[config.mk]
export PLATFORM = sky130hd
export DESIGN_NAME = zports_top
export DESIGN_NICKNAME = d
export VERILOG_FILES = /design/src/zport_pkg.sv /design/src/io_port_map.sv /design/src/sys_ctrl_regs.sv /design/src/xt_regs.sv /design/src/z80_io_strobe.sv /design/src/zports_top.sv
export SDC_FILE = /design/constraint.sdc
export NUM_CORES = 1
export LEC_CHECK = 0
export ABC_AREA = 1
export ABC_CLOCK_PERIOD_IN_PS = 3000
export BUFFER_PORTS_ARGS = -buffer_cell sky130_fd_sc_hd__clkbuf_2
export CORE_MARGIN = 3
export CORE_UTILIZATION = 55
export CTS_CLUSTER_DIAMETER = 60
export DETAILED_ROUTE_END_ITERATION = 10
export GPL_TIMING_DRIVEN = 1
export PLACE_DENSITY = 0.88
export SETUP_SLACK_MARGIN = 0.4
export SYNTH_ARGS = -nofsm -noshare
export SYNTH_HDL_FRONTEND = slang
export SYNTH_HIERARCHICAL = 1
export SYNTH_SLANG_ARGS = --single-unit
[constraint.sdc]
create_clock -name zclk -period 3 [get_ports zclk]
set_input_delay 0.45 -clock zclk [delete_from_list [all_inputs] [get_ports zclk]]
set_output_delay 0.45 -clock zclk [all_outputs]
set_load 0.1 [all_outputs]
[src/zport_pkg.sv]
////////////////////
// port addresses, extension register numbers and bus types of the Z80 I/O block
// reset values give turbo 7 MHz and ATM memory mode with no page override
////////////////////
package zport_pkg;

	////////////////////
	// port low bytes
	localparam logic [7:0] PORT_FE      = 8'hFE; // keyboard, tape, border
	localparam logic [7:0] PORT_XT      = 8'hAF; // extension port #nnAF
	localparam logic [7:0] PORT_FD      = 8'hFD; // #7FFD with a15 low
	localparam logic [7:0] PORT_BF      = 8'hBF;
	localparam logic [7:0] PORT_BE      = 8'hBE;
	localparam logic [7:0] SAVPORT_BASE = 8'h0F; // low nibble pattern of #2F/#4F/#6F/#8F

	////////////////////
	// extension register numbers, matched against the high address byte
	typedef enum logic [7:0] {
		VCONF    = 8'h00,
		VPAGE    = 8'h01,
		PALSEL   = 8'h07,
		XBORDER  = 8'h0F,
		RAMPAGE0 = 8'h10,
		RAMPAGE1 = 8'h11,
		RAMPAGE2 = 8'h12,
		RAMPAGE3 = 8'h13,
		FMADDR   = 8'h15,
		SYSCONF  = 8'h20,
		MEMCONF  = 8'h21,
		IM2VECT  = 8'h25,
		XTOVERR  = 8'h2A
	} xt_reg_e;

	// status shares #00 with VCONF and is seen on reads only
	localparam xt_reg_e XSTAT = VCONF;

	typedef enum logic [2:0] {
		SEL_NONE,
		SEL_FE,
		SEL_XT,
		SEL_7FFD,
		SEL_BF,
		SEL_BE,
		SEL_SAV
	} port_sel_e;

	////////////////////
	// bundles
	typedef struct packed {
		logic [15:0] addr;
		logic [7:0]  din;
		logic        iorq_n;
		logic        rd_n;
		logic        wr_n;
	} z80_bus_t;

	typedef struct packed {
		port_sel_e   sel;
		logic [7:0]  hoa;  // a15..a8
		logic [1:0]  lsub; // a6..a5 for the save ports
		logic [7:0]  data;
		logic        wr;   // one zclk per I/O write
		logic        rd;   // one zclk per I/O read
	} port_cyc_t;

	typedef struct packed {
		logic zborder;
		logic border;
		logic vconf;
		logic vpage;
		logic palsel;
		logic zvpage;
	} video_wr_t;

	typedef struct packed {
		logic [31:0] xt_page;     // page 3 in the top byte
		logic [3:0]  xt_override;
		logic [7:0]  memconf;
		logic [7:0]  sysconf;
		logic [4:0]  fmaddr;
		logic        lock128;
		logic        romrw_en;
		logic        pent1m_rom;
	} mem_cfg_t;

	localparam logic [7:0]  RST_SYSCONF = 8'h01;
	localparam logic [7:0]  RST_MEMCONF = 8'h00;
	localparam logic [7:0]  RST_IM2VECT = 8'hFF;
	localparam logic [31:0] RST_RAMPAGE = 32'h00_02_05_00;

endpackage

[src/io_port_map.sv]
`timescale 1ns/1ps
////////////////////
// purely combinational decode of the low address byte
// #7FFD needs a15 low and the save ports exist in shadow mode only
////////////////////
module io_port_map
	import zport_pkg::*;
(
	input  z80_bus_t   bus,
	input  logic       shadow,
	input  logic [4:0] keys_in,
	input  logic       tape_read,
	input  logic [7:0] xt_rdata,
	input  logic [7:0] sys_rdata,
	output port_sel_e  sel,
	output logic       porthit,
	output logic       dataout,
	output logic [7:0] dout
);

	logic [7:0] loa;
	logic       sav_hit;

	assign loa = bus.addr[7:0];

	// #2F #4F #6F have a7 low, #8F has a7 high
	assign sav_hit = (loa[4:0] == SAVPORT_BASE[4:0]) && (loa[7] == (loa[6:5] == 2'b00));

	////////////////////
	// port class
	always_comb
	begin
		sel = SEL_NONE;
		if (loa == PORT_FE)
			sel = SEL_FE;
		else if (loa == PORT_XT)
			sel = SEL_XT;
		else if ((loa == PORT_FD) && !bus.addr[15])
			sel = SEL_7FFD;
		else if (loa == PORT_BF)
			sel = SEL_BF;
		else if (loa == PORT_BE)
			sel = SEL_BE;
		else if (sav_hit && shadow)
			sel = SEL_SAV;
	end

	assign porthit = (sel != SEL_NONE);
	assign dataout = porthit && !bus.iorq_n && !bus.rd_n; // we drive the data bus

	////////////////////
	// read data
	always_comb
	begin
		case (sel)
			SEL_FE:
				dout = {1'b1, tape_read, 1'b0, keys_in};
			SEL_XT:
				dout = xt_rdata;
			SEL_BF, SEL_BE, SEL_SAV:
				dout = sys_rdata;
			default:
				dout = 8'hFF; // #7FFD is write only
		endcase
	end

endmodule

[src/sys_ctrl_regs.sv]
`timescale 1ns/1ps
////////////////////
// #BF config bits, the save ports and the #BE readback
// #BE returns only the #7FFD byte (a11..a8 = #A) and #FF elsewhere
////////////////////
module sys_ctrl_regs
	import zport_pkg::*;
(
	input  logic       zclk,
	input  logic       rst_n,
	input  logic       dos,
	input  port_cyc_t  cyc,
	input  logic [7:0] p7ffd,
	output logic       shadow,
	output logic       fnt_en,
	output logic       set_nmi,
	output logic [7:0] sys_rdata
);

	logic       shadow_en;
	logic [7:0] savport [4];
	logic       bf_wr;
	logic       sav_wr;

	assign bf_wr  = cyc.wr && (cyc.sel == SEL_BF);
	assign sav_wr = cyc.wr && (cyc.sel == SEL_SAV); // sel already needs shadow
	assign shadow = dos || shadow_en;

	always_ff @(posedge zclk)
	begin
		if (!rst_n)
		begin
			shadow_en <= 1'b0;
			fnt_en    <= 1'b0;
			set_nmi   <= 1'b0;
		end
		else if (bf_wr)
		begin
			shadow_en <= cyc.data[0];
			fnt_en    <= cyc.data[2]; // bit 1 (rom write) lives in memconf now
			set_nmi   <= cyc.data[3];
		end
	end

	always_ff @(posedge zclk)
	begin
		if (sav_wr)
			savport[cyc.lsub] <= cyc.data;
	end

	////////////////////
	// readback
	always_comb
	begin
		case (cyc.sel)
			SEL_BF:
				sys_rdata = {4'b0000, set_nmi, fnt_en, 1'b0, shadow_en};
			SEL_BE:
				sys_rdata = (cyc.hoa[3:0] == 4'hA) ? p7ffd : 8'hFF;
			SEL_SAV:
				sys_rdata = savport[cyc.lsub];
			default:
				sys_rdata = 8'hFF;
		endcase
	end

endmodule

[src/xt_regs.sv]
`timescale 1ns/1ps
////////////////////
// extension register file, #7FFD paging and video write strobes
// #7FFD locks itself once bit 5 is written and stays locked until reset
////////////////////
module xt_regs
	import zport_pkg::*;
(
	input  logic       zclk,
	input  logic       rst_n,
	input  port_cyc_t  cyc,
	output mem_cfg_t   mem_cfg,
	output logic [7:0] im2vect,
	output video_wr_t  video_wr,
	output logic [7:0] p7ffd,
	output logic [7:0] xt_rdata
);

	logic [3:0][7:0] rampage;
	logic [3:0]      xt_override;
	logic [4:0]      fmaddr;
	logic [7:0]      sysconf;
	logic [7:0]      memconf;
	logic            lock128;
	logic            xt_wr;
	logic            p7ffd_wr;

	assign lock128  = (memconf[7:6] == 2'b01);
	assign xt_wr    = cyc.wr && (cyc.sel == SEL_XT);
	assign p7ffd_wr = cyc.wr && (cyc.sel == SEL_7FFD) && !p7ffd[5];

	always_ff @(posedge zclk)
	begin
		if (!rst_n)
		begin
			rampage     <= RST_RAMPAGE;
			xt_override <= 4'b0000;
			fmaddr      <= 5'd0;
			sysconf     <= RST_SYSCONF;
			memconf     <= RST_MEMCONF;
			im2vect     <= RST_IM2VECT;
			p7ffd       <= 8'h00;
		end
		else if (p7ffd_wr)
		begin
			p7ffd      <= cyc.data;
			memconf[0] <= cyc.data[4]; // rom select
			rampage[3] <= {3'b000, lock128 ? 2'b00 : cyc.data[7:6], cyc.data[2:0]};
		end
		else if (xt_wr)
		begin
			if (cyc.hoa inside {RAMPAGE0, RAMPAGE1, RAMPAGE2, RAMPAGE3})
			begin
				rampage[cyc.hoa[1:0]]     <= cyc.data;
				xt_override[cyc.hoa[1:0]] <= 1'b1; // page now owned by XT
			end
			if (cyc.hoa == XTOVERR)
				xt_override <= cyc.data[3:0];
			if (cyc.hoa == FMADDR)
				fmaddr <= cyc.data[4:0];
			if (cyc.hoa == SYSCONF)
				sysconf <= cyc.data;
			if (cyc.hoa == MEMCONF)
				memconf <= cyc.data;
			if (cyc.hoa == IM2VECT)
				im2vect <= cyc.data;
		end
	end

	assign mem_cfg = '{xt_page: rampage, xt_override: xt_override, memconf: memconf,
		sysconf: sysconf, fmaddr: fmaddr, lock128: lock128, romrw_en: memconf[1],
		pent1m_rom: memconf[0]};

	////////////////////
	// strobes to the video block
	always_comb
	begin
		video_wr.zborder = cyc.wr && (cyc.sel == SEL_FE);
		video_wr.border  = xt_wr && (cyc.hoa == XBORDER);
		video_wr.vconf   = xt_wr && (cyc.hoa == VCONF);
		video_wr.vpage   = xt_wr && (cyc.hoa == VPAGE);
		video_wr.palsel  = xt_wr && (cyc.hoa == PALSEL);
		video_wr.zvpage  = p7ffd_wr;
	end

	always_comb
	begin
		case (cyc.hoa)
			XSTAT:    xt_rdata = 8'h00; // nothing busy here
			RAMPAGE2: xt_rdata = rampage[2];
			RAMPAGE3: xt_rdata = rampage[3];
			default:  xt_rdata = 8'hFF;
		endcase
	end

	a_reset_hold: assert property (@(posedge zclk)
		(!rst_n ##1 !rst_n) |=> $stable({mem_cfg, im2vect, p7ffd}));

endmodule

[src/z80_io_strobe.sv]
`timescale 1ns/1ps
////////////////////
// Z80 must hold iorq_n low for at least three zclk edges per cycle
// cycle fields follow the live bus so they are valid only while the cycle lasts
////////////////////
module z80_io_strobe
	import zport_pkg::*;
(
	input  logic      zclk,
	input  logic      rst_n,
	input  z80_bus_t  bus,
	input  port_sel_e sel,
	output port_cyc_t cyc
);

	logic iowr;
	logic iord;
	logic iowr_s; // first sample of the cycle
	logic iord_s;
	logic iowr_d;
	logic iord_d;
	logic wr_q;
	logic rd_q;

	assign iowr = !bus.iorq_n && !bus.wr_n;
	assign iord = !bus.iorq_n && !bus.rd_n;

	always_ff @(posedge zclk)
	begin
		if (!rst_n)
		begin
			iowr_s <= 1'b0;
			iord_s <= 1'b0;
			iowr_d <= 1'b0;
			iord_d <= 1'b0;
			wr_q   <= 1'b0;
			rd_q   <= 1'b0;
		end
		else
		begin
			iowr_s <= iowr;
			iord_s <= iord;
			iowr_d <= iowr_s;
			iord_d <= iord_s;
			wr_q   <= iowr_s && !iowr_d; // rising edge only
			rd_q   <= iord_s && !iord_d;
		end
	end

	assign cyc = '{sel: sel, hoa: bus.addr[15:8], lsub: bus.addr[6:5], data: bus.din,
		wr: wr_q, rd: rd_q};

	a_wr_rd_excl: assert property (@(posedge zclk) disable iff (!rst_n) !(wr_q && rd_q));
	a_wr_single: assert property (@(posedge zclk) disable iff (!rst_n) wr_q |=> !wr_q);
	a_rd_single: assert property (@(posedge zclk) disable iff (!rst_n) rd_q |=> !rd_q);

endmodule

[src/zports_top.sv]
`timescale 1ns/1ps
////////////////////
// Z80 I/O port block, single zclk domain
////////////////////
module zports_top
	import zport_pkg::*;
(
	input  logic       zclk,
	input  logic       rst_n,
	input  z80_bus_t   bus,
	input  logic       dos,
	input  logic [4:0] keys_in,
	input  logic       tape_read,
	output logic [7:0] dout,
	output logic       dataout,
	output logic       porthit,
	output video_wr_t  video_wr,
	output mem_cfg_t   mem_cfg,
	output logic [7:0] im2vect,
	output logic       fnt_en,
	output logic       set_nmi
);

	port_sel_e  sel;
	port_cyc_t  cyc;
	logic       shadow;
	logic [7:0] xt_rdata;
	logic [7:0] sys_rdata;
	logic [7:0] p7ffd;

	z80_io_strobe i_strobe (
		.zclk  (zclk),
		.rst_n (rst_n),
		.bus   (bus),
		.sel   (sel),
		.cyc   (cyc)
	);

	io_port_map i_map (
		.bus       (bus),
		.shadow    (shadow),
		.keys_in   (keys_in),
		.tape_read (tape_read),
		.xt_rdata  (xt_rdata),
		.sys_rdata (sys_rdata),
		.sel       (sel),
		.porthit   (porthit),
		.dataout   (dataout),
		.dout      (dout)
	);

	xt_regs i_xt (
		.zclk     (zclk),
		.rst_n    (rst_n),
		.cyc      (cyc),
		.mem_cfg  (mem_cfg),
		.im2vect  (im2vect),
		.video_wr (video_wr),
		.p7ffd    (p7ffd),
		.xt_rdata (xt_rdata)
	);

	sys_ctrl_regs i_sys (
		.zclk      (zclk),
		.rst_n     (rst_n),
		.dos       (dos),
		.cyc       (cyc),
		.p7ffd     (p7ffd),
		.shadow    (shadow),
		.fnt_en    (fnt_en),
		.set_nmi   (set_nmi),
		.sys_rdata (sys_rdata)
	);

endmodule
==> summary.md <==
| Metric | Value |
|---|---|
| Outcome | finished, final reports clean |
| I/O Buffers | 121 |
| Setup TNS | 0 ns |
| Num rows | 36 |
| Setup-failing EPs final | 0 |
| CP top delay family | simple AND/OR/NAND/NOR gates |
| Synth warn | 6 |
| CTS tree | yes |
| Clk buf depth | 2 |
| Power after layout | 2.70 mW |
| Finished Layout Cells | 1025 |
| Number of cells after detailed placement | 987 |
| Worst hold path class | input pin to register |
| Synthesized cell area | 5720 µm² |
| Total grt overflow | 0 |
| Initial antenna violation count | 0 |
| Crit Path Category | input pin to output port |
| Die Span Y | 108 µm |
| Vias in the first global route | 5052 |
| DRC Markers | 0 |
| Post-DP Area | 6580 µm² |
| Setup WS post-layout | 0.340 ns |
| Fmax achieved | 0.376 GHz |
| Global-route wire length before repair | 24800 µm |
| Maximum VDD drop | 275 µV |
| Routed via count | 5483 |
| Dpl hpwl | 10900 µm |
| Pleak | 3.29 nW |
| Crit path launch type | input pin |
| Crit path time final | 2.66 ns |
| Post-route design area | 7060 µm² |
| Drt first-iter violations | 434 |
| Post-synth net total | 812 |
| Layout cells sized above 1 | 28.6% |
| Worst skew pair latency | 0.39 ns |
| Num CTS Buffers | 9 |
| Fin. max-slew vios | 0 |
| Final Core Density | 70.9% |
| Pin count of the biggest net entering global routing | 63 |
| Slowest CP cell | nand3_4 |
| Clk sinks | 111 |
| Buf/Inv on CP | 4 |
| Fillers | 751 |
| Max-cap viol count | 0 |
| Area grow syn2layout | 23.3% |
| GP Congestion | 0.926 |
| CP Cell Sequence | clkbuf_2 -> nand3_4 -> nor2_4 -> nand4_4 -> nand3_4 -> clkinv_4 -> buf_4 -> nor2_8 -> nand2_2 -> nand2_1 -> nand2_1 -> nand4_1 -> buf_12 |
| Final WL | 16700 µm |
| DRT antenna net count | 0 |
| Worst slew margin | 55.3% |
| Critical path required time | 2.55 ns |
| Core region area | 9950 µm² |
| H-tree depth | 3 |
| Clock root buffer | clkbuf_8 |
| First-pass iteration count of the detailed router | 7 |
| Hold Violations, Final | 0 |
| Die area | 11700 µm² |
| CP Max Fanout | 6 |
| Period utilization | 88.7% |
| DR vias/cell | 5.35 |
| I/O pin cnt | 122 |
| Placement Setup Slack | 0.343 ns |
| Worst Tran Pin Value | 0.666 ns |
| Antenna diode count | 0 |
| Total GRT Usage | 27.2% |
| Max incr delay on CP | 0.20 ns |
| Worst Clk Skew | 0.0120 ns |
| Initial Util | 57.5% |
| Die X-Extent | 108 µm |
| Hold slack | 0.219 ns |
| RSZ-0062 raised after global routing | yes |
| NumNets Final | 923 |
| Pwr Density | 383 nW/µm² |
| Clk pin slew, worst setup/hold paths | 0.11 ns |
| Avg WL per Cell | 16.3 µm |
| Syn_area_per_cell | 7.37 µm² |
| Setup crit end kind | output port |
| Worst path arrival time | 2.21 ns |
| Synthesized instance count | 776 |
[final cells by class]
cell class / count / area (µm²) / area share, %
multi-input combinational: 530 / 2700 / 38.2
clock buffer: 9 / 124 / 1.76
timing repair buffer: 151 / 1070 / 15.2
sequential: 111 / 2540 / 36.1
tap: 133 / 166 / 2.36
clock inverter: 7 / 83.8 / 1.19
inverter: 84 / 370 / 5.25
[state kept, by name (all words and copies together) (netlist names)]
register and cells:
i_sys/fnt_en 1, i_sys/savport 32, i_strobe/wr_q 1, i_xt/p7ffd 8
i_strobe/iowr_d 1, i_sys/set_nmi 1, i_xt/xt_override 4, i_xt/memconf 8
i_strobe/iowr_s 1, i_xt/fmaddr 5, i_xt/mem_cfg 32, i_xt/sysconf 8
i_xt/im2vect 8, i_sys/shadow_en 1
[routing by layer]
layer,vias up,GRT usage (%),routed length [µm]
met5,-,0,0
met4,0,10.6,408
met1,2524,34.8,6640
met3,39,5.79,1530
li1,2651,-,-
met2,269,45.2,8160
[placed cells by master, fill, tap and decap left out, types with 2 or more instances in the layout]
cell / n
a21boi_1: 2
a21oi_1: 14
a21oi_2: 3
buf_12: 16
buf_4: 30
clkbuf_2: 105
clkbuf_8: 9
clkinv_4: 2
dfxtp_1: 78
edfxtp_1: 32
inv_1: 73
inv_2: 5
inv_6: 2
inv_8: 5
nand2_1: 231
nand2_2: 19
nand2_4: 5
nand2_8: 4
nand3_1: 36
nand3_2: 6
nand3_4: 4
nand4_1: 18
nor2_1: 113
nor2_2: 8
nor2_4: 9
nor2_8: 2
nor3_1: 2
nor3_2: 7
nor4_4: 2
o211ai_1: 11
o21ai_0: 19
o21ai_1: 4
o21ai_2: 3
o31ai_1: 2
[timing repair]
item | 4_1_cts | 5_1_grt
hold buffers | 0 | 0
buffers inserted | 8 | 13
resized for setup | 9 | 20
setup endpoints to repair | 10 | 11
endpoints found under the hold margin | 0 | 0
gates cloned | 0 | 1
pin swaps | 6 | 11
[path summary, 6_finish.rpt]
| check | cells past startpoint | slack, ns | endpoint | startpoint |
|---|---|---|---|---|
| min reg2reg | 1 | 0.42 | i_strobe/wr_q | i_strobe/iowr_d |
| max reg2reg | 10 | 0.55 | i_sys/savport[2][4] | i_sys/shadow_en |
| min | 2 | 0.22 | i_strobe/iowr_s | bus[0] |
| max | 13 | 0.34 | dout[3] | bus[11] |
[power breakdown]
group          internal, mW  leakage (nW)  switching [mW]
sequential             1.54         0.925         0.00131
combinational        0.0693          2.25           0.171
clock                 0.343         0.106           0.577
total                  1.95          3.29           0.750
(Power assumes the default switching activity.)
